File: src/logic/cpuPkg.sv
// Shared widths, opcodes and bus control types for the bus CPU, referenced by scoped name
package cpuPkg;

    localparam int wordWidth = 32;
    localparam int addrWidth = 9;    // 512-word program memory
    localparam int regCount = 16;
    localparam int regIndexWidth = 4;
    localparam int stepsPerInstruction = 5;

    localparam logic [wordWidth-1:0] resetPc = '0;

    // Anything not listed here runs as a no-op
    typedef enum logic [4:0] {
        opIn   = 5'b10110,
        opOut  = 5'b10111,
        opMfhi = 5'b11000,
        opMflo = 5'b11001,
        opHalt = 5'b11011,
        opMthi = 5'b11100,
        opMtlo = 5'b11101
    } opcodeT;

    typedef struct packed {
        opcodeT                   opcode;   // 31:27
        logic [regIndexWidth-1:0] ra;       // 26:23
        logic [regIndexWidth-1:0] rb;       // 22:19
        logic [regIndexWidth-1:0] rc;       // 18:15
        logic [14:0]              constant; // Not used by these opcodes
    } instructionT;

    typedef enum logic [2:0] {
        idle = 3'd0,
        t0   = 3'd1,
        t1   = 3'd2,
        t2   = 3'd3,
        t3   = 3'd4,
        t4   = 3'd5
    } stepT;

    // One driver on the shared bus per step
    typedef enum logic [2:0] {
        srcNone   = 3'd0,
        srcPc     = 3'd1,
        srcMdr    = 3'd2,
        srcReg    = 3'd3,
        srcHi     = 3'd4,
        srcLo     = 3'd5,
        srcInPort = 3'd6
    } busSourceT;

    typedef struct packed {
        busSourceT busSource;
        logic      marIn;
        logic      mdrIn;
        logic      irIn;
        logic      pcIn;
        logic      regIn;
        logic      hiIn;
        logic      loIn;
        logic      outPortIn;
        logic      incPc;
        logic      read;
        logic      gra;       // Register index from ir.ra
        logic      grb;       // Register index from ir.rb
    } controlWordT;

endpackage

File: src/logic/registerFile.sv
// General register file, index picked from IR fields by the gra and grb selects
`timescale 1ns/1ps

module registerFile (
    input  logic                          clock,
    input  logic                          rstN,
    input  cpuPkg::controlWordT           control,
    input  cpuPkg::instructionT           ir,
    input  logic [cpuPkg::wordWidth-1:0]  bus,
    output logic [cpuPkg::wordWidth-1:0]  regOut
);

    logic [cpuPkg::wordWidth-1:0]     regs [0:cpuPkg::regCount-1];
    logic [cpuPkg::regIndexWidth-1:0] regIndex;

    // Field select
    always_comb begin
        if (control.gra) begin
            regIndex = ir.ra;
        end else if (control.grb) begin
            regIndex = ir.rb;
        end else begin
            regIndex = '0;
        end
    end

    always_ff @(posedge clock or negedge rstN) begin
        if (!rstN) begin
            for (int i = 0; i < cpuPkg::regCount; i++) begin
                regs[i] <= '0;
            end
        end else if (control.regIn) begin
            regs[regIndex] <= bus;
        end
    end

    assign regOut = regs[regIndex];

    // One field select at a time
    assert property (@(posedge clock) disable iff (!rstN)
        !(control.gra && control.grb));

endmodule

File: config.mk
export PLATFORM = sky130hd
export DESIGN_NAME = registerFile
export DESIGN_NICKNAME = d
export VERILOG_FILES = /design/src/logic/cpuPkg.sv /design/src/logic/registerFile.sv
export SDC_FILE = /design/constraint.sdc
export NUM_CORES = 1
export LEC_CHECK = 0
export BUFFER_PORTS_ARGS = -buffer_cell sky130_fd_sc_hd__buf_2
export CORE_MARGIN = 2
export CORE_UTILIZATION = 32
export CTS_CLUSTER_DIAMETER = 100
export DETAILED_ROUTE_END_ITERATION = 6
export GPL_ROUTABILITY_DRIVEN = 0
export GPL_TIMING_DRIVEN = 0
export SLEW_MARGIN = 20
export SYNTH_ARGS = -nofsm -noshare
export SYNTH_HDL_FRONTEND = slang
export SYNTH_SLANG_ARGS = --single-unit
File: constraint.sdc
create_clock -name clock -period 1.8 [get_ports clock]
set_input_delay 0.27 -clock clock [delete_from_list [all_inputs] [get_ports clock]]
set_output_delay 0.27 -clock clock [all_outputs]
set_load 0.05 [all_outputs]
==> results of run 1 <==
## power by group through the flow
stage          clock (uW)  combinational (uW)  sequential (uW)
6_report            11500                8490            16300
5_1_grt             12100                9060            16600
4_1_cts             11700                8240            16200
3_5_place_dp            0                7470            16400
3_3_place_gp            0                7140            16200
2_1_floorplan           0                5440            15800
## kinds of logic after synthesis
kind of cell / synth area share [%]
flip-flops: 52.2
buffers and inverters: 4.60
AO/OA/AOI/OAI: 15.8
AND/OR/NAND/NOR: 2.65
multiplexers: 24.8
## cell usage in the layout (no fill, tap or decap), types with 34 or more instances in the layout
master,n
dfrtp_1,512
mux2_2,403
o21ai_0,118
mux2_1,109
buf_4,100
nand2_1,98
a21oi_1,78
clkbuf_16,61
a22oi_2,61
buf_2,61
buf_6,46
a32oi_1,44
clkbuf_1,41
clkbuf_2,36
a22oi_1,35
a311oi_1,34
## layer usage
layer	vias up	global-route usage, %	share of wire [%]	wire length [um]
met2	616	32.7	48	38300
li1	7812	-	-	-
met3	187	2.37	5.1	4040
met4	0	8.97	4.6	3670
met5	-	0	0	0
met1	9471	25.6	42	33500
## through the flow
stage	std cells	setup WS, ns	instance area, um^2	power, uW
final	3226	-0.752	30600	36300
after global routing	3225	-0.752	30600	37800
after CTS	3210	-0.715	30000	36100
after detailed placement	3072	-1.38	26400	23800
after global placement	3066	-9.57	26300	23300
after floorplan	1960	-0.491	24600	21200
## worst max-delay path, delay by kind of cell
family                 cells  cell delay, ns
AOI/OAI and AO/OA          3            0.72
buffers and inverters      5            0.83
and+or+nand+nor            2            0.45
## worst paths after layout
check                                       from                    end  cells after the start
setup / recovery                      control[0]             regOut[22]                     10
hold / removal                           bus[16]   regs[80]$_DFFE_PN0P_                      2
setup reg to reg           regs[381]$_DFFE_PN0P_  regs[381]$_DFFE_PN0P_                      2
hold reg to reg             regs[66]$_DFFE_PN0P_   regs[66]$_DFFE_PN0P_                      1
max in group asynchronous                   rstN   regs[50]$_DFFE_PN0P_                      9
min in group asynchronous                   rstN  regs[196]$_DFFE_PN0P_                      6
## final cells by class
class	count	area, um^2	area share [%]
multi-input combinational	1227	11400	37.4
clock inverter	22	272	0.887
antenna	3	7.51	0.0245
buffer	219	1810	5.92
clock buffer	75	1550	5.07
timing repair buffer	137	1420	4.63
inverter	1	3.75	0.0123
tap	1030	1290	4.21
sequential	512	12800	41.9
## what timing repair did
action,in CTS,in global routing
pin swaps,82,68
endpoints found under the setup margin,43,306
gates cloned,5,7
resized for setup,370,119
endpoints found under the hold margin,113,103
buffers inserted,26,7
hold buffers,10,1
==> flow_summary_export.csv, run 1 <==
group,metric,value,unit
outcome,status,"complete, but fails checks",
outcome,violations,"negative setup slack",
clocking,cts_tree,"yes",
timing,timing.final.ws_setup,-0.752,ns
routing,viasPerCell,5.61,
clocking,clock_latency,0.59,ns
critical_path,slowest_delay,0.44,ns
timing,hold_viol_final,0,
clocking,clockBufferDepth,3,
yosys,ys_async_sr_fraction,100,%
grt,antenna_found_initial,2,
layout,fillers,7070,
die,rows,101,
yosys,yosys_warnings,0,
critical_path,arrival,2.28,ns
yosys,synth_commonest_cells,"dfrtp_1, mux2_2, o21ai_0",
routing,dr.pass1.iters,5,
timing,worst_slew_pin_slew,0.678,ns
timing,period_needed,2.55,ns
layout,regMostFlops,"regs",
layout,finalNetCount,2231,
yosys,synth-seq-cells,512,
critical_path,path_cells,"buf_8, and3b_2, nor2_8, buf_12, buf_16, buf_12, a21oi_2, a22o_1, o211ai_1, buf_4",
grt,grt_pass1_wl,118,mm
layout,fin_util,40.3,%
yosys,synth_edf_count,0,
die,io_pins,113,
power_and_ir_drop,intPower,25700,uW
yosys,syn-num-nets,2041,
routing,via_count,18086,
routing,drc,0,
grt,track_usage,19.7,%
critical_path,slowest_stage,"o211ai_1",
yosys,syn-cell-area,24600,um^2
layout,largest_reg_flops,512,
clocking,cts_num_sinks,512,
power_and_ir_drop,p_sw,10700,uW
yosys,synthTopCellsByArea,"dfrtp_1, mux2_2, mux2_1",
die,die_x,281,um
yosys,synth_top_cell_by_area,"dfrtp_1",
grt,overflow,0,
power_and_ir_drop,p_seq_share,45.0,%
power_and_ir_drop,pwr-share-clk,31.7,%
power_and_ir_drop,power_per_cell_area,1190,nW/um^2
yosys,yosysTopAreaCellShare,52.2,%
die,die_y,281,um
layout,synthToLayoutAreaGrowth,24.6,%
timing,whs,0.0275,ns
place,dp_hpwl,55.7,mm
grt,grt_max_degree,102,
die,core_area,75900,um^2
timing,finalSetupViolCount,32,
place,io_buffers,76,
clocking,cts_made_buffers,52,
yosys,yosys.cell_types.count,40,
yosys,synth.yosys.seq_area_share,52.2,%
yosys,synth_cells,1960,
die,start_util,32.3,%
layout,drive_above_1_share,44.0,%
critical_path,crit_type,"in2out",
die,die-area,79000,um^2
power_and_ir_drop,p_sw_share,29.4,%
routing,antenna_left,0,
yosys,yosysMostFrequentCell,"dfrtp_1",
timing,tns,-20.39,ns
critical_path,crit_top_cell,"buf_12",
critical_path,cp_data_required_time,1.53,ns
routing,wl_per_cell,24.6,um
clocking,path_clk_slew,0.06,ns
timing,fmax,392,MHz
power_and_ir_drop,peakVddDrop,0.741,mV
timing,period_share,142,%
routing,drt_iter0_drc,1321,
flow_run,maxCapViolCount,0,
yosys,synthFlopType,"dfrtp_1",
power_and_ir_drop,leakagePower,0.0129,uW
critical_path,critPathLaunchType,"primary input",
critical_path,worstSetupEndpointType,"primary output",
grt,first_global_vias,18972,
timing,max_slew_margin,54.8,%
min_path,min-delay-path-class,"in2reg",
timing,skew,0,ns
layout,reg_top3,"regs: 512 flops",
timing,slew_viol_final,0,
clocking,ctsHtreeMaxLevel,2,
clocking,cts_root_buffer,"clkbuf_16",
yosys,avgSynthCellArea,12.5,um^2
timing,rsz0062_at_grt,"true",
routing,routed_wl,79.5,mm
critical_path,crit_path_max_fanout,7,
power_and_ir_drop,combPwrFrac,23.4,%
critical_path,rrSetupSlack,0.88,ns
(Power assumes the default switching activity.)
==> inputs of run 2 (changes only) <==
CORE_UTILIZATION = 55   (was 32)
PLACE_DENSITY = 0.75   (was default)
==> flow_summary_export.csv, run 2 (same netlist as run 1, synthesis figures left out) <==
group,metric,value,unit
grt,grt_pass1_wl,115,mm
clocking,cts_made_buffers,52,
die,die_y,215,um
clocking,clock_latency,0.61,ns
min_path,holdPathStages,2,
routing,dr.pass1.iters,7,
power_and_ir_drop,power_per_cell_area,1200,nW/um^2
critical_path,rr_worst_depth,2,
grt,use_met2,52.0,%
routing,drc,0,
timing,slew_viol_final,0,
critical_path,critPathLaunchType,"primary input",
grt,grt_use_met3,5.87,%
die,die-area,46400,um^2
critical_path,cp_data_required_time,1.53,ns
grt,track_usage,32.2,%
clocking,path_clk_slew,0.06,ns
outcome,status,"complete, but fails checks",
min_path,worstHoldStart,"bus[16]",
critical_path,slowest_delay,0.33,ns
critical_path,path_cells,"buf_12, nand3b_1, buf_6, buf_12, clkbuf_8, a311oi_2, a22oi_2, a22oi_2, o211ai_1, buf_4",
grt,first_global_vias,18983,
layout,final_cell_mix,"dfrtp_1, mux2_2, o21ai_0, mux2_1, nand2_1",
critical_path,crit_path_max_fanout,7,
critical_path,r2r_start,"regs[377]$_DFFE_PN0P_",
layout,regMostFlops,"regs",
critical_path,slowest_stage,"a311oi_2",
critical_path,rrSetupSlack,0.86,ns
layout,final_cells,2775,
timing,max_slew_margin,53.8,%
routing,via_count,18781,
grt,gr-usage-met1,43.0,%
layout,largest_reg_flops,512,
grt,top_usage_layer,"met2",
routing,routed_wl,75.9,mm
timing,timing.final.ws_setup,-0.685,ns
layout,synthToLayoutAreaGrowth,22.5,%
layout,reg_top3,"regs: 512 flops",
timing,finalSetupViolCount,32,
routing,drt_iter0_drc,1530,
die,die_x,215,um
clocking,cts_num_sinks,512,
timing,fmax,402,MHz
layout,final_area,30100,um^2
critical_path,arrival,2.22,ns
clocking,cts_root_buffer,"clkbuf_16",
flow_run,maxCapViolCount,0,
die,core_area,44100,um^2
clocking,clockBufferDepth,3,
layout,drive_above_1_share,45.0,%
die,io_pins,113,
timing,period_needed,2.49,ns
timing,hold_viol_final,0,
routing,antenna_left,0,
place,io_buffers,76,
min_path,min-delay-path-class,"in2reg",
clocking,ctsHtreeMaxLevel,2,
clocking,cts_tree,"yes",
outcome,violations,"negative setup slack",
grt,antenna_found_initial,2,
timing,rsz0062_at_grt,"true",
routing,wl_per_cell,27.4,um
die,start_util,55.6,%
critical_path,startpoint,"control[1]",
grt,overflow,0,
die,rows,77,
timing,tns,-18.50,ns
critical_path,worstSetupEndpointType,"primary output",
routing,viasPerCell,6.77,
place,dp_hpwl,50.1,mm
grt,grt_max_degree,95,
timing,worst_slew_pin_slew,0.692,ns
power_and_ir_drop,leakagePower,0.0128,uW
power_and_ir_drop,peakVddDrop,0.908,mV
layout,layout.cells.most_common,"dfrtp_1",
timing,period_share,138,%
place,placedCellCount,2633,
timing,skew,0,ns
layout,finalNetCount,2224,
place,post_dp_cell_area,25900,um^2
critical_path,crit_type,"in2out",
timing,whs,0.0216,ns
## run 2: changes by cell type in the layout (fill, tap and decap cells not counted), moves of 8 or more
cell	previous run	this run
o21ai_0	118	109
a21oi_2	17	25
a311oi_1	34	19
a311oi_2	27	41
o21ai_1	12	20
a32oi_1	44	36
a32oi_2	20	28
## run 2: final cells by class
cell class	instances	area (um^2)
diodes	2	5.00
plain buffers	220	1920
clock buffers	78	1560
clock inverters	14	140
fillers	3017	14000
inverters	1	3.75
multi-input cells	1227	11700
flip-flops and latches	512	12800
well taps	592	741
repair buffers	129	1230
## run 2: per-layer routing
| layer | vias to the layer above | routed length, um |
|---|---|---|
| li1 | 7779 | - |
| met1 | 9749 | 30000 |
| met2 | 1010 | 36100 |
| met3 | 243 | 6490 |
| met4 | 0 | 3350 |
| met5 | - | 0 |
## run 2: report_power, final
group / internal [uW] / switching (uW)
logic: 4250 / 4290
registers: 14600 / 1850
clock network: 6260 / 4710
## run 2: path summary, 6_finish.rpt
kind                                          to
max                                   regOut[13]
min reg2reg                regs[252]$_DFFE_PN0P_
max in group asynchronous  regs[209]$_DFFE_PN0P_
min in group asynchronous  regs[133]$_DFFE_PN0P_
max reg2reg                regs[377]$_DFFE_PN0P_
min                         regs[80]$_DFFE_PN0P_
## run 2: critical path, delay by kind of cell
family | cells | cell delay [ns]
AO/OA/AOI/OAI | 4 | 0.91
AND/OR/NAND/NOR | 1 | 0.16
buffers and inverters | 5 | 0.85
## run 2: what timing repair did
action	4_1_cts	5_1_grt
resized for setup	403	156
setup buffers	21	9
pin swaps	95	119
hold buffers	9	0
gates cloned	7	3
hold endpoints to repair	105	0
setup endpoints to repair	32	297
## run 2: through the flow
stage          total power, uW  utilization, %  worst slack, ns
5_1_grt                  37300            68.2           -0.757
2_1_floorplan            21200               -           -0.491
3_3_place_gp             23200            58.3            -9.54
3_5_place_dp             23700            58.6            -1.28
6_report                 36000            68.2           -0.685
4_1_cts                  35300            66.6           -0.635
