### src/logic/cpuPkg.sv
// Shared widths, opcodes and bus control types for the bus CPU, referenced by scoped name
package cpuPkg;

    localparam int wordWidth = 32;
    localparam int addrWidth = 9;    // 512-word program memory
    localparam int regCount = 16;
    localparam int regIndexWidth = 4;
    localparam int stepsPerInstruction = 5;

    localparam logic [wordWidth-1:0] resetPc = '0;

    // Anything not listed here runs as a no-op
    typedef enum logic [4:0] {
        opIn   = 5'b10110,
        opOut  = 5'b10111,
        opMfhi = 5'b11000,
        opMflo = 5'b11001,
        opHalt = 5'b11011,
        opMthi = 5'b11100,
        opMtlo = 5'b11101
    } opcodeT;

    typedef struct packed {
        opcodeT                   opcode;   // 31:27
        logic [regIndexWidth-1:0] ra;       // 26:23
        logic [regIndexWidth-1:0] rb;       // 22:19
        logic [regIndexWidth-1:0] rc;       // 18:15
        logic [14:0]              constant; // Not used by these opcodes
    } instructionT;

    typedef enum logic [2:0] {
        idle = 3'd0,
        t0   = 3'd1,
        t1   = 3'd2,
        t2   = 3'd3,
        t3   = 3'd4,
        t4   = 3'd5
    } stepT;

    // One driver on the shared bus per step
    typedef enum logic [2:0] {
        srcNone   = 3'd0,
        srcPc     = 3'd1,
        srcMdr    = 3'd2,
        srcReg    = 3'd3,
        srcHi     = 3'd4,
        srcLo     = 3'd5,
        srcInPort = 3'd6
    } busSourceT;

    typedef struct packed {
        busSourceT busSource;
        logic      marIn;
        logic      mdrIn;
        logic      irIn;
        logic      pcIn;
        logic      regIn;
        logic      hiIn;
        logic      loIn;
        logic      outPortIn;
        logic      incPc;
        logic      read;
        logic      gra;       // Register index from ir.ra
        logic      grb;       // Register index from ir.rb
    } controlWordT;

endpackage

### src/logic/busDatapath.sv
// PC, IR, HI, LO and output port around the shared bus, plus the bus multiplexer
`timescale 1ns/1ps

module busDatapath (
    input  logic                          clock,
    input  logic                          rstN,
    input  cpuPkg::controlWordT           control,
    input  logic [cpuPkg::wordWidth-1:0]  mdr,
    input  logic [cpuPkg::wordWidth-1:0]  regOut,
    input  logic [cpuPkg::wordWidth-1:0]  inPort,
    output logic [cpuPkg::wordWidth-1:0]  bus,
    output cpuPkg::instructionT           ir,
    output logic [cpuPkg::wordWidth-1:0]  outPort,
    output logic                          outStrobe
);

    logic [cpuPkg::wordWidth-1:0] pc;
    logic [cpuPkg::wordWidth-1:0] hi;
    logic [cpuPkg::wordWidth-1:0] lo;
    logic                         busLoad;

    always_comb begin
        case (control.busSource)
            cpuPkg::srcPc:     bus = pc;
            cpuPkg::srcMdr:    bus = mdr;
            cpuPkg::srcReg:    bus = regOut;
            cpuPkg::srcHi:     bus = hi;
            cpuPkg::srcLo:     bus = lo;
            cpuPkg::srcInPort: bus = inPort;   // Sampled straight off the pins
            default:           bus = cpuPkg::resetPc;   // Idle bus carries the restart address
        endcase
    end

    always_ff @(posedge clock or negedge rstN) begin
        if (!rstN) begin
            pc <= cpuPkg::resetPc;
        end else if (control.pcIn) begin
            pc <= bus;
        end else if (control.incPc) begin
            pc <= pc + 1'b1;
        end
    end

    always_ff @(posedge clock or negedge rstN) begin
        if (!rstN) begin
            ir <= '0;
            hi <= '0;
            lo <= '0;
        end else begin
            if (control.irIn) ir <= cpuPkg::instructionT'(bus);
            if (control.hiIn) hi <= bus;
            if (control.loIn) lo <= bus;
        end
    end

    always_ff @(posedge clock or negedge rstN) begin
        if (!rstN) begin
            outPort   <= '0;
            outStrobe <= 1'b0;
        end else begin
            outStrobe <= control.outPortIn;   // One cycle per out
            if (control.outPortIn) begin
                outPort <= bus;
            end
        end
    end

    // PC restart and MDR reads do not take their value from a bus driver
    assign busLoad = control.marIn | control.irIn | control.regIn | control.hiIn
                   | control.loIn | control.outPortIn;

    assert property (@(posedge clock) disable iff (!rstN)
        busLoad |-> control.busSource != cpuPkg::srcNone);

endmodule

### config.mk
export PLATFORM = sky130hd
export DESIGN_NAME = busDatapath
export DESIGN_NICKNAME = d
export VERILOG_FILES = /design/src/logic/cpuPkg.sv /design/src/logic/busDatapath.sv
export SDC_FILE = /design/constraint.sdc
export NUM_CORES = 1
export LEC_CHECK = 0
export BUFFER_PORTS_ARGS = -buffer_cell sky130_fd_sc_hd__clkbuf_2
export CORE_UTILIZATION = 35
export CTS_CLUSTER_SIZE = 25
export DETAILED_ROUTE_END_ITERATION = 16
export GPL_TIMING_DRIVEN = 0
export PLACE_DENSITY = 0.6
export SETUP_SLACK_MARGIN = 0.05
export SLEW_MARGIN = 20
export SYNTH_ARGS = -nofsm -noshare
export SYNTH_HDL_FRONTEND = slang
export SYNTH_SLANG_ARGS = --single-unit
### constraint.sdc
create_clock -name clock -period 4.24 [get_ports clock]
set_input_delay 0.424 -clock clock [delete_from_list [all_inputs] [get_ports clock]]
set_output_delay 0.424 -clock clock [all_outputs]
set_load 0.05 [all_outputs]
==> flow_summary.html <==
<table>
<tr><th>Metric</th><th>Value</th></tr>
<tr><th colspan="2">Layout</th></tr>
<tr><td>Commonest non-fill, non-tap cell in the layout</td><td>sky130_fd_sc_hd__clkbuf_2</td></tr>
<tr><td>Area growth syn-to-layout</td><td>24.2%</td></tr>
<tr><td>Final standard cell utilization of the core</td><td>44.3%</td></tr>
<tr><td>Number of antenna diodes</td><td>0</td></tr>
<tr><td>Total Nets Final</td><td>1,139</td></tr>
<tr><td>Most used cells in the layout excluding fill and tap cells</td><td>sky130_fd_sc_hd__clkbuf_2, sky130_fd_sc_hd__dfrtp_1, sky130_fd_sc_hd__nor2_1</td></tr>
<tr><td>Share of cells above drive strength 1</td><td>33.2%</td></tr>
<tr><th colspan="2">Worst setup path</th></tr>
<tr><td>CP Capture Type</td><td>output pin</td></tr>
<tr><td>CP Data Required Time</td><td>3.82 ns</td></tr>
<tr><td>Critical Path Source Type</td><td>primary input</td></tr>
<tr><td>Crit Path Max Fanout</td><td>10</td></tr>
<tr><td>Worst path arrival time</td><td>3.26 ns</td></tr>
<tr><td>Worst reg2reg path depth</td><td>5</td></tr>
<tr><td>Source of the worst register-to-register timing path</td><td>pc[8]$_DFFE_PN0P_</td></tr>
<tr><td>End of the worst register-to-register path</td><td>pc[17]$_DFFE_PN0P_</td></tr>
<tr><td>WS Path Type</td><td>in -&gt; out</td></tr>
<tr><td>Slack of the worst reg-to-reg path</td><td>1.83 ns</td></tr>
<tr><th colspan="2">Route</th></tr>
<tr><td>Drt total wl</td><td>27,200 um</td></tr>
<tr><td>Number of antenna-violating nets in the routed design</td><td>0</td></tr>
<tr><td>Via total after detailed routing</td><td>7,322</td></tr>
<tr><td>Routed len/inst</td><td>20.1 um</td></tr>
<tr><td>Detail-routed via count per cell</td><td>5.40</td></tr>
<tr><td>Number of design-rule violations left by the first detailed-router iteration</td><td>624</td></tr>
<tr><td>DRT Pass-1 Iters</td><td>5</td></tr>
<tr><td>Total DRC errors in the routed layout</td><td>0</td></tr>
<tr><th colspan="2">Pwr</th></tr>
<tr><td>Sequential group share of total power</td><td>40.1%</td></tr>
<tr><td>Share of total power in the clock network</td><td>30.9%</td></tr>
<tr><td>Leakage power figure</td><td>4.79 nW</td></tr>
<tr><td>Share of power burned in combinational logic</td><td>29.0%</td></tr>
<tr><td>Int Pwr</td><td>3.02 mW</td></tr>
<tr><td>Total power density per cell area</td><td>471 mW/mm^2</td></tr>
<tr><td>Switching power summed over all nets</td><td>1.87 mW</td></tr>
<tr><td>Switching part of the total</td><td>38.3%</td></tr>
<tr><td>Worst-case vdd ir drop</td><td>0.000271 V</td></tr>
<tr><th colspan="2">GRT</th></tr>
<tr><td>Overall Global Routing Usage</td><td>22.9%</td></tr>
<tr><td>Global routing met2 resource utilization</td><td>36.2%</td></tr>
<tr><td>Via count of the first global-routing pass</td><td>7,144</td></tr>
<tr><td>Number of antenna violations at the first check in global routing</td><td>0</td></tr>
<tr><td>Met3 Use GR</td><td>4.65%</td></tr>
<tr><td>Layer carrying the most global-route usage</td><td>met2</td></tr>
<tr><td>Met1 track demand over resource</td><td>30.5%</td></tr>
<tr><td>Maximum number of pins on one net before global-route repair</td><td>67</td></tr>
<tr><td>Global-route wire length before repair</td><td>42,000 um</td></tr>
<tr><td>Total congestion overflow</td><td>0</td></tr>
<tr><th colspan="2">Timing</th></tr>
<tr><td>Setup tns final</td><td>0 ns</td></tr>
<tr><td>Final setup vio count</td><td>0</td></tr>
<tr><td>Count of pins over their slew limit</td><td>0</td></tr>
<tr><td>Relative slew slack</td><td>27.6%</td></tr>
<tr><td>Max frequency</td><td>271 MHz</td></tr>
<tr><td>Number of failing hold endpoints at the final stage</td><td>0</td></tr>
<tr><td>Setup repair after global routing missed its margin</td><td>false</td></tr>
<tr><td>Actual slew at the worst max-slew pin</td><td>1.09 ns</td></tr>
<tr><td>Tmin final</td><td>3.68 ns</td></tr>
<tr><td>Period Utilization, post-route</td><td>86.9%</td></tr>
<tr><td>Clock skew after layout</td><td>0.0103 ns</td></tr>
<tr><th colspan="2">CTS</th></tr>
<tr><td>CTS tree</td><td>yes</td></tr>
<tr><td>TritonCTS buffer count</td><td>17</td></tr>
<tr><td>Clk sink count</td><td>161</td></tr>
<tr><td>Register clock-pin slew on the reported worst setup and hold paths</td><td>0.07 ns</td></tr>
<tr><td>Clk_lat worst skew</td><td>0.43 ns</td></tr>
<tr><td>Resized cells post-CTS</td><td>0</td></tr>
<tr><td>Cts-stage hold buffer count</td><td>1</td></tr>
<tr><td>Post-CTS Setup Repair Bufs</td><td>0</td></tr>
<tr><td>CTS root buf</td><td>sky130_fd_sc_hd__clkbuf_16</td></tr>
<tr><td>Count of H-tree levels built during CTS</td><td>4</td></tr>
<tr><td>Maximum buffer depth of the clock tree</td><td>2</td></tr>
<tr><th colspan="2">Yosys</th></tr>
<tr><td>Cell count after synthesis</td><td>807</td></tr>
<tr><td>Seq/Total Area, Yosys</td><td>48.2%</td></tr>
<tr><td>Number of storage elements in the synthesis netlist</td><td>161</td></tr>
<tr><td>Count of flip-flops with a built-in enable after synthesis</td><td>0</td></tr>
<tr><td>Post-synthesis instance area</td><td>0.00837 mm^2</td></tr>
<tr><td>Area fraction of the dominant cell type after synthesis</td><td>48.2%</td></tr>
<tr><td>FFs w/ async S/R, synth</td><td>100%</td></tr>
<tr><td>Biggest area contributors in the synthesized netlist</td><td>sky130_fd_sc_hd__dfrtp_1, sky130_fd_sc_hd__mux2_2, sky130_fd_sc_hd__a21oi_1</td></tr>
<tr><td>Post-Synthesis Mean Instance Area</td><td>10.4 um^2</td></tr>
<tr><td>Top FF cell, synth</td><td>sky130_fd_sc_hd__dfrtp_1</td></tr>
<tr><td>Synth Warn #</td><td>0</td></tr>
<tr><td>Cell taking the most area after synthesis</td><td>sky130_fd_sc_hd__dfrtp_1</td></tr>
<tr><td>Number of library cell types mapped by synthesis</td><td>48</td></tr>
<tr><td>Total nets after synthesis</td><td>921</td></tr>
<tr><th colspan="2">Flow run</th></tr>
<tr><td>Max-cap violation count</td><td>0</td></tr>
<tr><th colspan="2">Placed design</th></tr>
<tr><td>Placed wire-length estimate</td><td>20,700 um</td></tr>
<tr><td>Final Wtd Congestion</td><td>0.911</td></tr>
<tr><td>Port buffer count</td><td>196</td></tr>
<tr><th colspan="2">Run status</th></tr>
<tr><td>Outcome</td><td>completed</td></tr>
<tr><th colspan="2">Die</th></tr>
<tr><td>Area of the die</td><td>0.0245 mm^2</td></tr>
<tr><td>Initial core utilization</td><td>35.6%</td></tr>
<tr><td>Vertical die dimension</td><td>157 um</td></tr>
<tr><td>Count of boundary I/O pins</td><td>210</td></tr>
<tr><td>Overall die width</td><td>157 um</td></tr>
<tr><td>Core outline area</td><td>0.0235 mm^2</td></tr>
<tr><td>Number of placement rows</td><td>56</td></tr>
<tr><th colspan="2">Worst hold path</th></tr>
<tr><td>Startpoint of the worst hold path</td><td>control[4]</td></tr>
<tr><td>Hold crit path type</td><td>in -&gt; reg</td></tr>
<tr><td>Worst Hold End</td><td>outStrobe$_DFF_PN0_</td></tr>
<tr><td>Hold depth</td><td>1</td></tr>
</table>
-- cell families after synthesis --
group / share of synthesized area (%)
compound gates: 11.4
xor+xnor: 1.47
fa+ha+maj: 0.150
buf+inv: 4.53
flops: 48.2
mux: 18.8
simple gates: 15.5
-- stage by stage --
stage | power [mW] | area [um^2] | std cells | worst slack, ns | hold WS (ns)
after floorplan | 2.95 | 8370 | 807 | 1.48 | 0.128
after global placement | 3.37 | 9750 | 1322 | -0.320 | 0.484
after detailed placement | 3.40 | 9810 | 1324 | 0.578 | 0.370
after CTS | 4.91 | 10400 | 1357 | 0.565 | 0.112
after global routing | 5.10 | 10400 | 1357 | 0.474 | 0.120
final | 4.89 | 10400 | 1357 | 0.555 | 0.120
-- worst max-delay path: stages --
cell and delay [ns]:
sky130_fd_sc_hd__clkbuf_1 0.36, sky130_fd_sc_hd__clkbuf_1 0.58, sky130_fd_sc_hd__buf_1 0.58, sky130_fd_sc_hd__nand3b_1 0.20, sky130_fd_sc_hd__a21oi_1 0.10, sky130_fd_sc_hd__nor3_1 0.66, sky130_fd_sc_hd__inv_1 0.09, sky130_fd_sc_hd__clkbuf_2 0.26
-- per-layer routing --
metal | wire length (um) | share of wire [%] | vias up
li1 | - | - | 3348
met1 | 12000 | 44 | 3677
met2 | 12800 | 47 | 238
met3 | 1500 | 5.5 | 59
met4 | 851 | 3.1 | 0
met5 | 0 | 0 | -
-- state kept, by name, indices dropped and copies added (netlist names) --
name       cells
outStrobe      1
ir            32
outPort       32
pc            32
lo            32
hi            32
-- worst max path at each step --
stage	start	to	slack, ns	cells past startpoint
after floorplan	control[14]	bus[13]	1.48	5
after global placement	rstN	ir[20]$_DFFE_PN0P_	-0.32	1
after detailed placement	control[14]	bus[29]	0.58	8
after CTS	control[14]	bus[29]	0.57	8
after global routing	control[14]	bus[29]	0.47	8
final	control[14]	bus[29]	0.56	8
-- power by group through the flow --
stage	logic (mW)	clock network (mW)	registers, mW
after floorplan	0.671	0	2.28
after global placement	1.40	0	1.97
after detailed placement	1.42	0	1.98
after CTS	1.42	1.53	1.96
after global routing	1.52	1.59	1.99
final	1.42	1.51	1.96
-- synthesized netlist by cell type (15+ instances only) --
library cell               number
sky130_fd_sc_hd__nand3b_1      26
sky130_fd_sc_hd__nand2_1       22
sky130_fd_sc_hd__clkbuf_1      45
sky130_fd_sc_hd__nor2_1        91
sky130_fd_sc_hd__mux2_2        89
sky130_fd_sc_hd__nor2b_1       15
sky130_fd_sc_hd__mux2i_1       30
sky130_fd_sc_hd__dfrtp_1      161
sky130_fd_sc_hd__inv_1         36
sky130_fd_sc_hd__a21oi_1       83
-- final cells by class --
cell class                 count  area, um^2
inverter                      37         139
timing repair buffer         199        1050
clock buffer                  19         453
buffer                        61         240
tap                          319         399
clock inverter                13         115
fill                        2313       13100
sequential                   161        4030
multi-input combinational    548        3960
Note: power is estimated with default switching activity, not from simulation.
