[config.mk]
export PLATFORM = sky130hd
export DESIGN_NAME = controlSequencer
export DESIGN_NICKNAME = d
export VERILOG_FILES = /design/src/logic/cpuPkg.sv /design/src/logic/controlSequencer.sv
export SDC_FILE = /design/constraint.sdc
export NUM_CORES = 1
export LEC_CHECK = 0
export ABC_AREA = 1
export BUFFER_PORTS_ARGS = -buffer_cell sky130_fd_sc_hd__buf_2
export CAP_MARGIN = 20
export CORE_AREA = 2 2 39 41
export DETAILED_ROUTE_END_ITERATION = 16
export DIE_AREA = 0 0 41 43
export PLACE_DENSITY = 0.83
export SETUP_SLACK_MARGIN = 0.3
export SYNTH_ARGS = -nofsm -noshare
export SYNTH_HDL_FRONTEND = slang
export SYNTH_SLANG_ARGS = --single-unit
[constraint.sdc]
create_clock -name clock -period 3.23 [get_ports clock]
set_clock_uncertainty 0.15 [all_clocks]
set_input_delay 0.323 -clock clock [delete_from_list [all_inputs] [get_ports clock]]
set_output_delay 0.323 -clock clock [all_outputs]
set_load 0.02 [all_outputs]
[src/logic/cpuPkg.sv]
// Shared widths, opcodes and bus control types for the bus CPU, referenced by scoped name
package cpuPkg;

    localparam int wordWidth = 32;
    localparam int addrWidth = 9;    // 512-word program memory
    localparam int regCount = 16;
    localparam int regIndexWidth = 4;
    localparam int stepsPerInstruction = 5;

    localparam logic [wordWidth-1:0] resetPc = '0;

    // Anything not listed here runs as a no-op
    typedef enum logic [4:0] {
        opIn   = 5'b10110,
        opOut  = 5'b10111,
        opMfhi = 5'b11000,
        opMflo = 5'b11001,
        opHalt = 5'b11011,
        opMthi = 5'b11100,
        opMtlo = 5'b11101
    } opcodeT;

    typedef struct packed {
        opcodeT                   opcode;   // 31:27
        logic [regIndexWidth-1:0] ra;       // 26:23
        logic [regIndexWidth-1:0] rb;       // 22:19
        logic [regIndexWidth-1:0] rc;       // 18:15
        logic [14:0]              constant; // Not used by these opcodes
    } instructionT;

    typedef enum logic [2:0] {
        idle = 3'd0,
        t0   = 3'd1,
        t1   = 3'd2,
        t2   = 3'd3,
        t3   = 3'd4,
        t4   = 3'd5
    } stepT;

    // One driver on the shared bus per step
    typedef enum logic [2:0] {
        srcNone   = 3'd0,
        srcPc     = 3'd1,
        srcMdr    = 3'd2,
        srcReg    = 3'd3,
        srcHi     = 3'd4,
        srcLo     = 3'd5,
        srcInPort = 3'd6
    } busSourceT;

    typedef struct packed {
        busSourceT busSource;
        logic      marIn;
        logic      mdrIn;
        logic      irIn;
        logic      pcIn;
        logic      regIn;
        logic      hiIn;
        logic      loIn;
        logic      outPortIn;
        logic      incPc;
        logic      read;
        logic      gra;       // Register index from ir.ra
        logic      grb;       // Register index from ir.rb
    } controlWordT;

endpackage

[src/logic/controlSequencer.sv]
// Control step FSM that decodes IR and drives the control word for T0 to T4 of every instruction
`timescale 1ns/1ps

module controlSequencer (
    input  logic                clock,
    input  logic                rstN,
    input  logic                start,
    input  cpuPkg::instructionT ir,
    output cpuPkg::controlWordT control,
    output logic                halted
);

    cpuPkg::stepT step;

    always_ff @(posedge clock or negedge rstN) begin
        if (!rstN) begin
            step   <= cpuPkg::idle;
            halted <= 1'b1;
        end else begin
            case (step)
                cpuPkg::idle: begin
                    if (start) begin
                        step   <= cpuPkg::t0;
                        halted <= 1'b0;
                    end
                end
                cpuPkg::t0: step <= cpuPkg::t1;
                cpuPkg::t1: step <= cpuPkg::t2;
                cpuPkg::t2: step <= cpuPkg::t3;
                cpuPkg::t3: step <= cpuPkg::t4;
                cpuPkg::t4: begin
                    if (ir.opcode == cpuPkg::opHalt) begin
                        step   <= cpuPkg::idle;
                        halted <= 1'b1;
                    end else begin
                        step <= cpuPkg::t0;
                    end
                end
                default: step <= cpuPkg::idle;
            endcase
        end
    end

    always_comb begin
        control = '0;
        control.busSource = cpuPkg::srcNone;
        case (step)
            cpuPkg::idle: control.pcIn = start;   // Idle bus carries resetPc
            cpuPkg::t0: begin
                control.busSource = cpuPkg::srcPc;
                control.marIn     = 1'b1;
                control.incPc     = 1'b1;
            end
            cpuPkg::t1: begin
                control.read  = 1'b1;
                control.mdrIn = 1'b1;
            end
            cpuPkg::t2: begin
                control.busSource = cpuPkg::srcMdr;
                control.irIn      = 1'b1;
            end
            cpuPkg::t3: begin
                // Execute step
                case (ir.opcode)
                    cpuPkg::opMfhi: begin
                        control.busSource = cpuPkg::srcHi;
                        control.regIn     = 1'b1;
                        control.gra       = 1'b1;
                    end
                    cpuPkg::opMflo: begin
                        control.busSource = cpuPkg::srcLo;
                        control.regIn     = 1'b1;
                        control.gra       = 1'b1;
                    end
                    cpuPkg::opMthi: begin
                        control.busSource = cpuPkg::srcReg;
                        control.hiIn      = 1'b1;
                        control.gra       = 1'b1;
                    end
                    cpuPkg::opMtlo: begin
                        control.busSource = cpuPkg::srcReg;
                        control.loIn      = 1'b1;
                        control.gra       = 1'b1;
                    end
                    cpuPkg::opIn: begin
                        control.busSource = cpuPkg::srcInPort;
                        control.regIn     = 1'b1;
                        control.gra       = 1'b1;
                    end
                    cpuPkg::opOut: begin
                        control.busSource = cpuPkg::srcReg;
                        control.outPortIn = 1'b1;
                        control.gra       = 1'b1;
                    end
                    default: ;   // Halt and unknown opcodes do nothing here
                endcase
            end
            default: ;
        endcase
    end

    // Halted only ever pairs with the idle step
    assert property (@(posedge clock) disable iff (!rstN)
        !(halted && step == cpuPkg::t0));

    // A start during a run never reloads PC
    assert property (@(posedge clock) disable iff (!rstN)
        (start && !halted) |-> !control.pcIn);

endmodule

==> impl_metrics.toml, run 1 <==
[yosys]
postSynthCellCount = 62
synth_cell_types = 21
syn_nets = 97
ys_warn_count = 0
netlist_area_um2 = 417
yosysSeqAreaShare_pct = 24.3
syn_area_per_cell_um2 = 6.72
yosys_register_bits = 4

[routing]
drt_drc_violations_left = 0
drt_wl_total_um = 905
firstDrtPassIters = 2
postRouteAntennaNets = 0
vias = 456
vias_per_cell = 4.51
wl_per_cell_um = 8.96
drt_iter0_drc = 4

[floorplan]
initial_core_util_pct = 30.1
core_area_mm2 = 0.00138
ioPinCount = 51
placementRows = 14
fp.dieH_um = 43
dieArea_mm2 = 0.00176
die_w_um = 41

[clocking]
cts_root_buffer = "clkbuf_4"
numClockSinks = 4
htreeDepth = 1
path_clk_slew_ns = 0.05
insertion_delay_ns = 0.24
cts_tree = "done"
cts_setup_buffers = 0
cts_buffers = 3
cts_buffer_depth = 2

[min_path]
whs_endpoint = "halted"
hold_depth = 3
min-delay-path-class = "in2reg"
min_from = "start"

[timing]
setup_tns_ns = 0
setup_ws_ns = 1.42
hold_viol = 0
setup_viol = 0
drv_slew = 0
fin_crit_ns = 1.81
rsz0062_at_grt = "no"
clock.fmax_ghz = 0.553
fin_crit_sh_pct = 56.0

[setup_path]
r2r_cells = 3
r2r_end = "halted"
cp_max_fo = 8
crit_type = "reg2out"
end_kind = "output port"
r2r_start = "step[2]"
cp.arrival_ns = 1.34
startpoint_type = "flip-flop"
ff2ff_setup_slack_ns = 2.03
cp_data_required_time_ns = 2.76

[cells_and_area]
diodes = 0
drive_above_1_share_pct = 44.7
fin_cells = 101
design_area_um2 = 549
area_growth_pct = 31.8
final_nets = 121
utilization_pct = 39.7

[grt]
overflow = 0
antenna_found_initial = 0
grt_pass1_wl_um = 1640
grt_pass1_vias = 423
grt_max_degree = 9
grt_use_total_pct = 12.9

[place]
pre_cts_ws_ns = 1.62
gp_congestion = 0.753
place_area_um2 = 513
dp_cells = 96
port-buffer-count = 22
post-dp-hpwl_um = 789

[run]
drv_cap = 0

[pwr]
peakVddDrop_mv = 0.152
leakagePower_nw = 0.322
powerDensity_mw_per_mm2 = 731

[run_status]
outcome = "completed"
[critical path, cell delays in order, from the launching register on]
cell and delay [ns]:
dfrtp_1 0.55, nand3_4 0.16, nor3_1 0.20, buf_2 0.19
[timing repair]
item	CTS	global route
gates resized for setup	0	0
endpoints found under the setup margin	0	0
endpoints found under the hold margin	4	0
hold buffers	1	0
[area by class of cell]
class,count,area (um2)
sequential,4,101
fill,152,835
inverter,12,45.0
timing repair buffer,23,120
clock buffer,4,26.3
tap,16,20.0
multi-input combinational,42,236
[sequential cells by signal (all words and copies together) (netlist names)]
name and cells:
step 3, halted 1
[power breakdown]
part           internal [mW]  leakage, nW  switching, mW
combinational         0.0773        0.260          0.148
sequential            0.0697       0.0475         0.0367
clock                 0.0466       0.0150         0.0237
total                  0.194        0.322          0.208
[synth_stat cells]
master | number | area share (%)
a21oi_1 | 3 | 3.6
and2_1 | 1 | 1.5
buf_4 | 3 | 5.4
buf_6 | 1 | 2.7
conb_1 | 1 | 0.90
dfrtp_1 | 3 | 18
dfstp_2 | 1 | 6.3
inv_1 | 8 | 7.2
inv_2 | 4 | 3.6
nand2_1 | 14 | 13
nand3_1 | 6 | 7.2
nand3_4 | 1 | 4.2
nand4_1 | 1 | 1.5
nor2_1 | 3 | 2.7
nor2_2 | 1 | 1.5
nor2_4 | 1 | 2.7
nor3_1 | 3 | 3.6
nor3_2 | 4 | 9.6
o21ai_2 | 1 | 2.1
or2_0 | 1 | 1.5
or2_1 | 1 | 1.5
[metrics by stage]
step           hold WS, ns  power (mW)
5_1_grt              0.243       0.444
4_1_cts              0.230       0.410
6_report             0.232       0.402
3_5_place_dp       -0.0132       0.336
2_1_floorplan       -0.123       0.292
3_3_place_gp       -0.0187       0.327
[worst max path at each step]
stage | startpoint | end | slack [ns] | cells past startpoint
final | step[2] | control[4] | 1.42 | 3
after global routing | step[2] | control[4] | 1.31 | 3
after CTS | step[2] | control[4] | 1.40 | 3
after detailed placement | ir[28] | control[1] | 1.62 | 7
after global placement | ir[28] | control[1] | 1.67 | 7
after floorplan | step[2] | control[12] | 1.60 | 4
[cells by family after synthesis]
group	after synthesis	synth area share, %
AND/OR/NAND/NOR	37	50.2
buffers and inverters	16	18.9
AO/OA/AOI/OAI	4	5.71
flip-flops	4	24.3
other	1	0.900
[metal layers]
layer  part of all wire, %  global-route usage [%]  vias to the layer above
met4                     0                    4.67                        0
li1                      -                       -                      236
met2                    53                    23.1                       19
met1                    40                    13.8                      201
met3                   7.6                    2.62                        0
met5                     0                       0                        -
[layout by cell type, fill, tap and decap left out]
master and count:
inv_1 8, nand3_4 1, or2_1 1, a21oi_1 3, dlygate4sd3_1 1, dfrtp_1 3, clkbuf_1 1, inv_2 4
o21ai_2 1, nand3_1 6, or2_0 1, nor3_1 3, nand4_1 1, nor2_4 1, nor2_2 1, buf_2 22
nor3_2 4, clkbuf_4 3, and2_1 1, conb_1 1, dfstp_2 1, nand2_1 14, nor2_1 3
Power figures use the tool's default switching activity.
==> inputs of run 2 (changes only) <==
ABC_AREA = 0   (was 1)
PLACE_DENSITY = 0.77   (was 0.83)
clock period = 1.9 ns   (was 3.23 ns; I/O delays follow)
==> impl_metrics.toml, run 2 <==
[run_status]
outcome = "completed"

[routing]
vias_per_cell = 4.74
firstDrtPassIters = 4
wl_per_cell_um = 11.7
drt_drc_violations_left = 0
postRouteAntennaNets = 0
drt_wl_total_um = 1070
vias = 431
drt_iter0_drc = 1

[timing]
fin_crit_sh_pct = 93.1
clock.fmax_ghz = 0.565
fin_crit_ns = 1.77
setup_tns_ns = 0
setup_ws_ns = 0.131
setup_viol = 0
drv_slew = 0
hold_viol = 0
rsz0062_at_grt = "yes"

[place]
post-dp-hpwl_um = 687
dp_cells = 79
gp_congestion = 0.739
pre_cts_ws_ns = 0.301
port-buffer-count = 22

[clocking]
cts_buffer_depth = 2
htreeDepth = 1
cts_tree = "done"
path_clk_slew_ns = 0.05
numClockSinks = 4
insertion_delay_ns = 0.24
cts_root_buffer = "clkbuf_4"
cts_buffers = 3

[setup_path]
r2r_cells = 5
startpoint_type = "flip-flop"
r2r_start = "step[0]"
end_kind = "output port"
critPathLaunch = "step[1]"
cp_slowest_cell = "dfrtp_2"
cp_max_fo = 5
slowest_delay_ns = 0.43
cp_data_required_time_ns = 1.56
crit_type = "reg2out"
r2r_end = "halted"
ff2ff_setup_slack_ns = 0.47
crit_end = "control[12]"
cp.arrival_ns = 1.43
path_cells = "and4bb_2 -> nand2_2 -> o211ai_1 -> buf_4"

[cells_and_area]
area_growth_pct = 77.7
largest_registers = "step (3), halted (1)"
top_register = "step"
utilization_pct = 44.7
final_cell_mix = "buf_4 (14), buf_2 (11), nor2_1 (10)"
final_nets = 111
fin_cells = 91
drive_above_1_share_pct = 56.0
largest_reg_flops = 3
layout_commonest_cell = "buf_4"
diodes = 0

[yosys]
synth_area_leader_cell = "dfrtp_1"
synth_area_leaders = "dfrtp_1 (22%), nor2_1 (11%), dfstp_2 (7.6%)"
synth_top_family_by_area = "simple AND/OR/NAND/NOR gates"
syn_area_per_cell_um2 = 7.73
syn_nets = 80
yosys_register_bits = 4
synth_cell_types = 25
ys_warn_count = 0
yosysMostFrequentCell = "nor2_1"
yosysTopAreaCellShare_pct = 21.6
synth_common_cells = "nor2_1 (10), buf_4 (3), dfrtp_1 (3), inv_1 (3), nand2b_1 (3)"
yosysSeqAreaShare_pct = 29.1
yosys.area_share.simple_pct = 41.4
synth_xor_area_share_pct = 2.52
ys_async_sr_fraction_pct = 100
synth_fa_ha_area_share_pct = 0
synth_edf_count = 0
muxShareOfSynthArea_pct = 0
postSynthCellCount = 45
ys.flop_type = "dfrtp_1"
synth_compound_area_share_pct = 14.7
netlist_area_um2 = 348

[floorplan]
core_area_mm2 = 0.00138
die_w_um = 41
initial_core_util_pct = 25.1
fp.dieH_um = 43
placementRows = 14
dieArea_mm2 = 0.00176
ioPinCount = 51

[pwr]
powerDensity_mw_per_mm2 = 1340
finalPower_mw = 0.826
peakVddDrop_mv = 0.571
leakagePower_nw = 0.305

[grt]
grt_use_total_pct = 14.1
overflow = 0
antenna_found_initial = 0
grt_max_degree = 9
grt_pass1_vias = 404
grt_pass1_wl_um = 1570

[min_path]
min-delay-path-class = "in2async"

[run]
drv_cap = 0
==> run 2: cell types whose count changed after synthesis, moves of 4 or more <==
cell | previous run | this run
nand3_1 | 6 | 2
inv_2 | 4 | 0
nor2_1 | 3 | 10
nand2_1 | 14 | 2
nor3_2 | 4 | 0
inv_1 | 8 | 3
==> run 2: cell type report <==
cell class | instances | area (um2)
Fill cell | 142 | 766
Clock buffer | 4 | 26.3
Sequential cell | 4 | 105
Inverter | 3 | 11.3
Multi-Input combinational cell | 34 | 240
Tap cell | 16 | 20.0
Timing Repair Buffer | 30 | 215
==> run 2: power breakdown <==
group / internal [mW] / switching, mW / total, mW
registers: 0.122 / 0.0386 / 0.161
logic: 0.266 / 0.281 / 0.547
clock network: 0.0791 / 0.0390 / 0.118
==> run 2: through the flow <==
stage	instance area, um2	hold WS, ns
final	618	0.129
after global routing	618	0.130
after CTS	556	0.128
after detailed placement	455	-0.151
after global placement	455	-0.152
after floorplan	353	-0.256
==> run 2: routing by layer <==
metal / track usage [%] / routed length, um / vias to the layer above
met2: 21.3 / 562 / 26
met4: 14.0 / 7 / 0
met1: 13.6 / 411 / 192
li1: - / - / 211
met3: 4.71 / 85 / 2
met5: 0 / 0 / -
==> run 2: kinds of logic (layout without fill, tap and decap cells) <==
| family | count (synthesis) | after routing |
|---|---|---|
| and+or+nand+nor | 25 | 25 |
| buffers and inverters | 7 | 37 |
| xor gates and xnor gates | 1 | 1 |
| DFF | 4 | 4 |
| other | 1 | 1 |
| AOI/OAI and AO/OA | 7 | 7 |
==> run 2: worst max-delay path: cells and delay by family (launching register included) <==
family | cells | cell delay [ns]
and+or+nand+nor | 2 | 0.42
DFF | 1 | 0.43
AOI/OAI and AO/OA | 1 | 0.17
buffers and inverters | 1 | 0.17
==> run 2: timing repair <==
| action | CTS | global route |
|---|---|---|
| hold buffers | 1 | 0 |
| resized for setup | 12 | 11 |
| setup buffers | 4 | 3 |
| pin swaps | 6 | 9 |
| endpoints found under the hold margin | 4 | 0 |
| setup endpoints to repair | 11 | 13 |
==> run 2: worst min path at each step <==
stage | endpoint | depth (start not counted) | slack (ns)
2_1_floorplan | step[0] | 0 | -0.26
3_3_place_gp | step[2] | 1 | -0.15
3_5_place_dp | step[2] | 1 | -0.15
4_1_cts | step[0] | 2 | 0.13
5_1_grt | step[0] | 2 | 0.13
6_report | step[0] | 2 | 0.13
==> inputs of run 3 (changes only) <==
RECOVER_POWER = 25   (was not set)
==> impl_metrics.toml, run 3 (synthesis gave the netlist of run 2 again) <==
[run_status]
outcome = "completed"

[cells_and_area]
design_area_um2 = 609
diodes = 0
utilization_pct = 44.0
multi_input_area_um2 = 240
layout_commonest_cell = "buf_4"
drive_above_1_share_pct = 53.3
regArea_um2 = 105
final_cell_mix = "buf_4 (14), nor2_1 (10), buf_2 (10)"
area_growth_pct = 75.2
largest_registers = "step (3), halted (1)"
fillers = 144
top_register = "step"
largest_reg_flops = 3
final_nets = 111

[setup_path]
slowest_delay_ns = 0.43
crit_type = "reg2out"
cp_slowest_cell = "dfrtp_2"
cp.arrival_ns = 1.43
end_kind = "output port"
cp_data_required_time_ns = 1.56
path_cells = "and4bb_2 -> nand2_2 -> o211ai_1 -> buf_4"
startpoint_type = "flip-flop"
cp_max_fo = 5

[pwr]
finalPower_mw = 0.804
power.share.clock_pct = 14.6
sw_frac_of_total_pct = 43.9
peakVddDrop_mv = 0.530
p_comb_share_pct = 65.6
powerDensity_mw_per_mm2 = 1320
p_switching_mw = 0.353
intPower_mw = 0.451
leakagePower_nw = 0.297
seqPwrFrac_pct = 19.8

[routing]
vias = 425
vias_per_cell = 4.67
drt_wl_total_um = 1050
wl_per_cell_um = 11.5
drt_iter0_drc = 4
drt_drc_violations_left = 0
postRouteAntennaNets = 0
firstDrtPassIters = 4

[timing]
clock.fmax_ghz = 0.565
drv_slew = 0
setup_viol = 0
fin_crit_ns = 1.77
setup_tns_ns = 0
hold_ws_ns = 0.154
fin_crit_sh_pct = 93.1
rsz0062_at_grt = "yes"
hold_viol = 0

[floorplan]
die_w_um = 41
dieArea_mm2 = 0.00176
core_area_mm2 = 0.00138
placementRows = 14
initial_core_util_pct = 25.1
fp.dieH_um = 43
ioPinCount = 51

[grt]
grt_use_total_pct = 14.1
grt_max_degree = 9
grt_pass1_vias = 404
overflow = 0
antenna_found_initial = 0
grt_pass1_wl_um = 1570

[clocking]
insertion_delay_ns = 0.24
htreeDepth = 1
numClockSinks = 4
cts_root_buffer = "clkbuf_4"
cts_buffer_depth = 2
cts_tree = "done"
path_clk_slew_ns = 0.05
cts_buffers = 3

[place]
gp_congestion = 0.739
port-buffer-count = 22
place_area_um2 = 455
post-dp-hpwl_um = 687

[run]
drv_cap = 0

[min_path]
min-delay-path-class = "in2async"
[run 3: cell count changes in the layout (fill, tap and decap cells not counted)]
cell      change
buf_2         -1
buf_6         -1
clkbuf_1      +2
[run 3: layout make-up]
cell class / count / share of cell area, %
multi-input cells: 34 / 39.4
repair buffers: 30 / 33.9
flip-flops and latches: 4 / 17.2
clock buffers: 4 / 4.31
well taps: 16 / 3.29
inverters: 3 / 1.85
[run 3: per-layer routing]
metal	share of wire (%)	global-route usage, %	up-vias
li1	-	-	211
met1	39	13.6	196
met2	54	21.3	18
met3	6.8	4.71	0
met4	0	14.0	0
met5	0	0	-
[run 3: path summary, 6_finish.rpt]
| path | from | slack (ns) | endpoint | depth (start not counted) |
|---|---|---|---|---|
| min in group clock | ir[31] | 0.15 | halted | 3 |
| hold reg to reg | halted | 0.32 | halted | 2 |
| hold / removal | rstN | 0.15 | step[0] | 2 |
| setup / recovery | step[1] | 0.13 | control[12] | 4 |
| max in group asynchronous | rstN | 1.19 | halted | 2 |
| setup reg to reg | step[0] | 0.45 | halted | 5 |
[run 3: through the flow]
stage,setup WS (ns),cells
2_1_floorplan,0.316,45
3_3_place_gp,0.331,79
5_1_grt,0.0711,91
4_1_cts,0.132,88
3_5_place_dp,0.301,79
6_report,0.131,91
[run 3: critical path: cells and delay by family, from the launching register on]
family	cells	cell delay, ns
DFF	1	0.43
AOI/OAI and AO/OA	1	0.17
buffers and inverters	1	0.17
and+or+nand+nor	2	0.42
[run 3: power groups by stage]
| stage | clock network (mW) | registers, mW | logic [mW] |
|---|---|---|---|
| floorplan | 0 | 0.153 | 0.281 |
| global placement | 0 | 0.174 | 0.331 |
| detailed placement | 0 | 0.178 | 0.335 |
| CTS | 0.122 | 0.163 | 0.447 |
| global route | 0.131 | 0.164 | 0.560 |
| finish | 0.117 | 0.159 | 0.528 |
[run 3: timing repair]
item	CTS	global route
hold endpoints to repair	4	0
cloned	0	0
setup endpoints to repair	11	13
gates resized for setup	12	11
pin swaps	6	9
hold buffers	1	0
buffers inserted	4	3
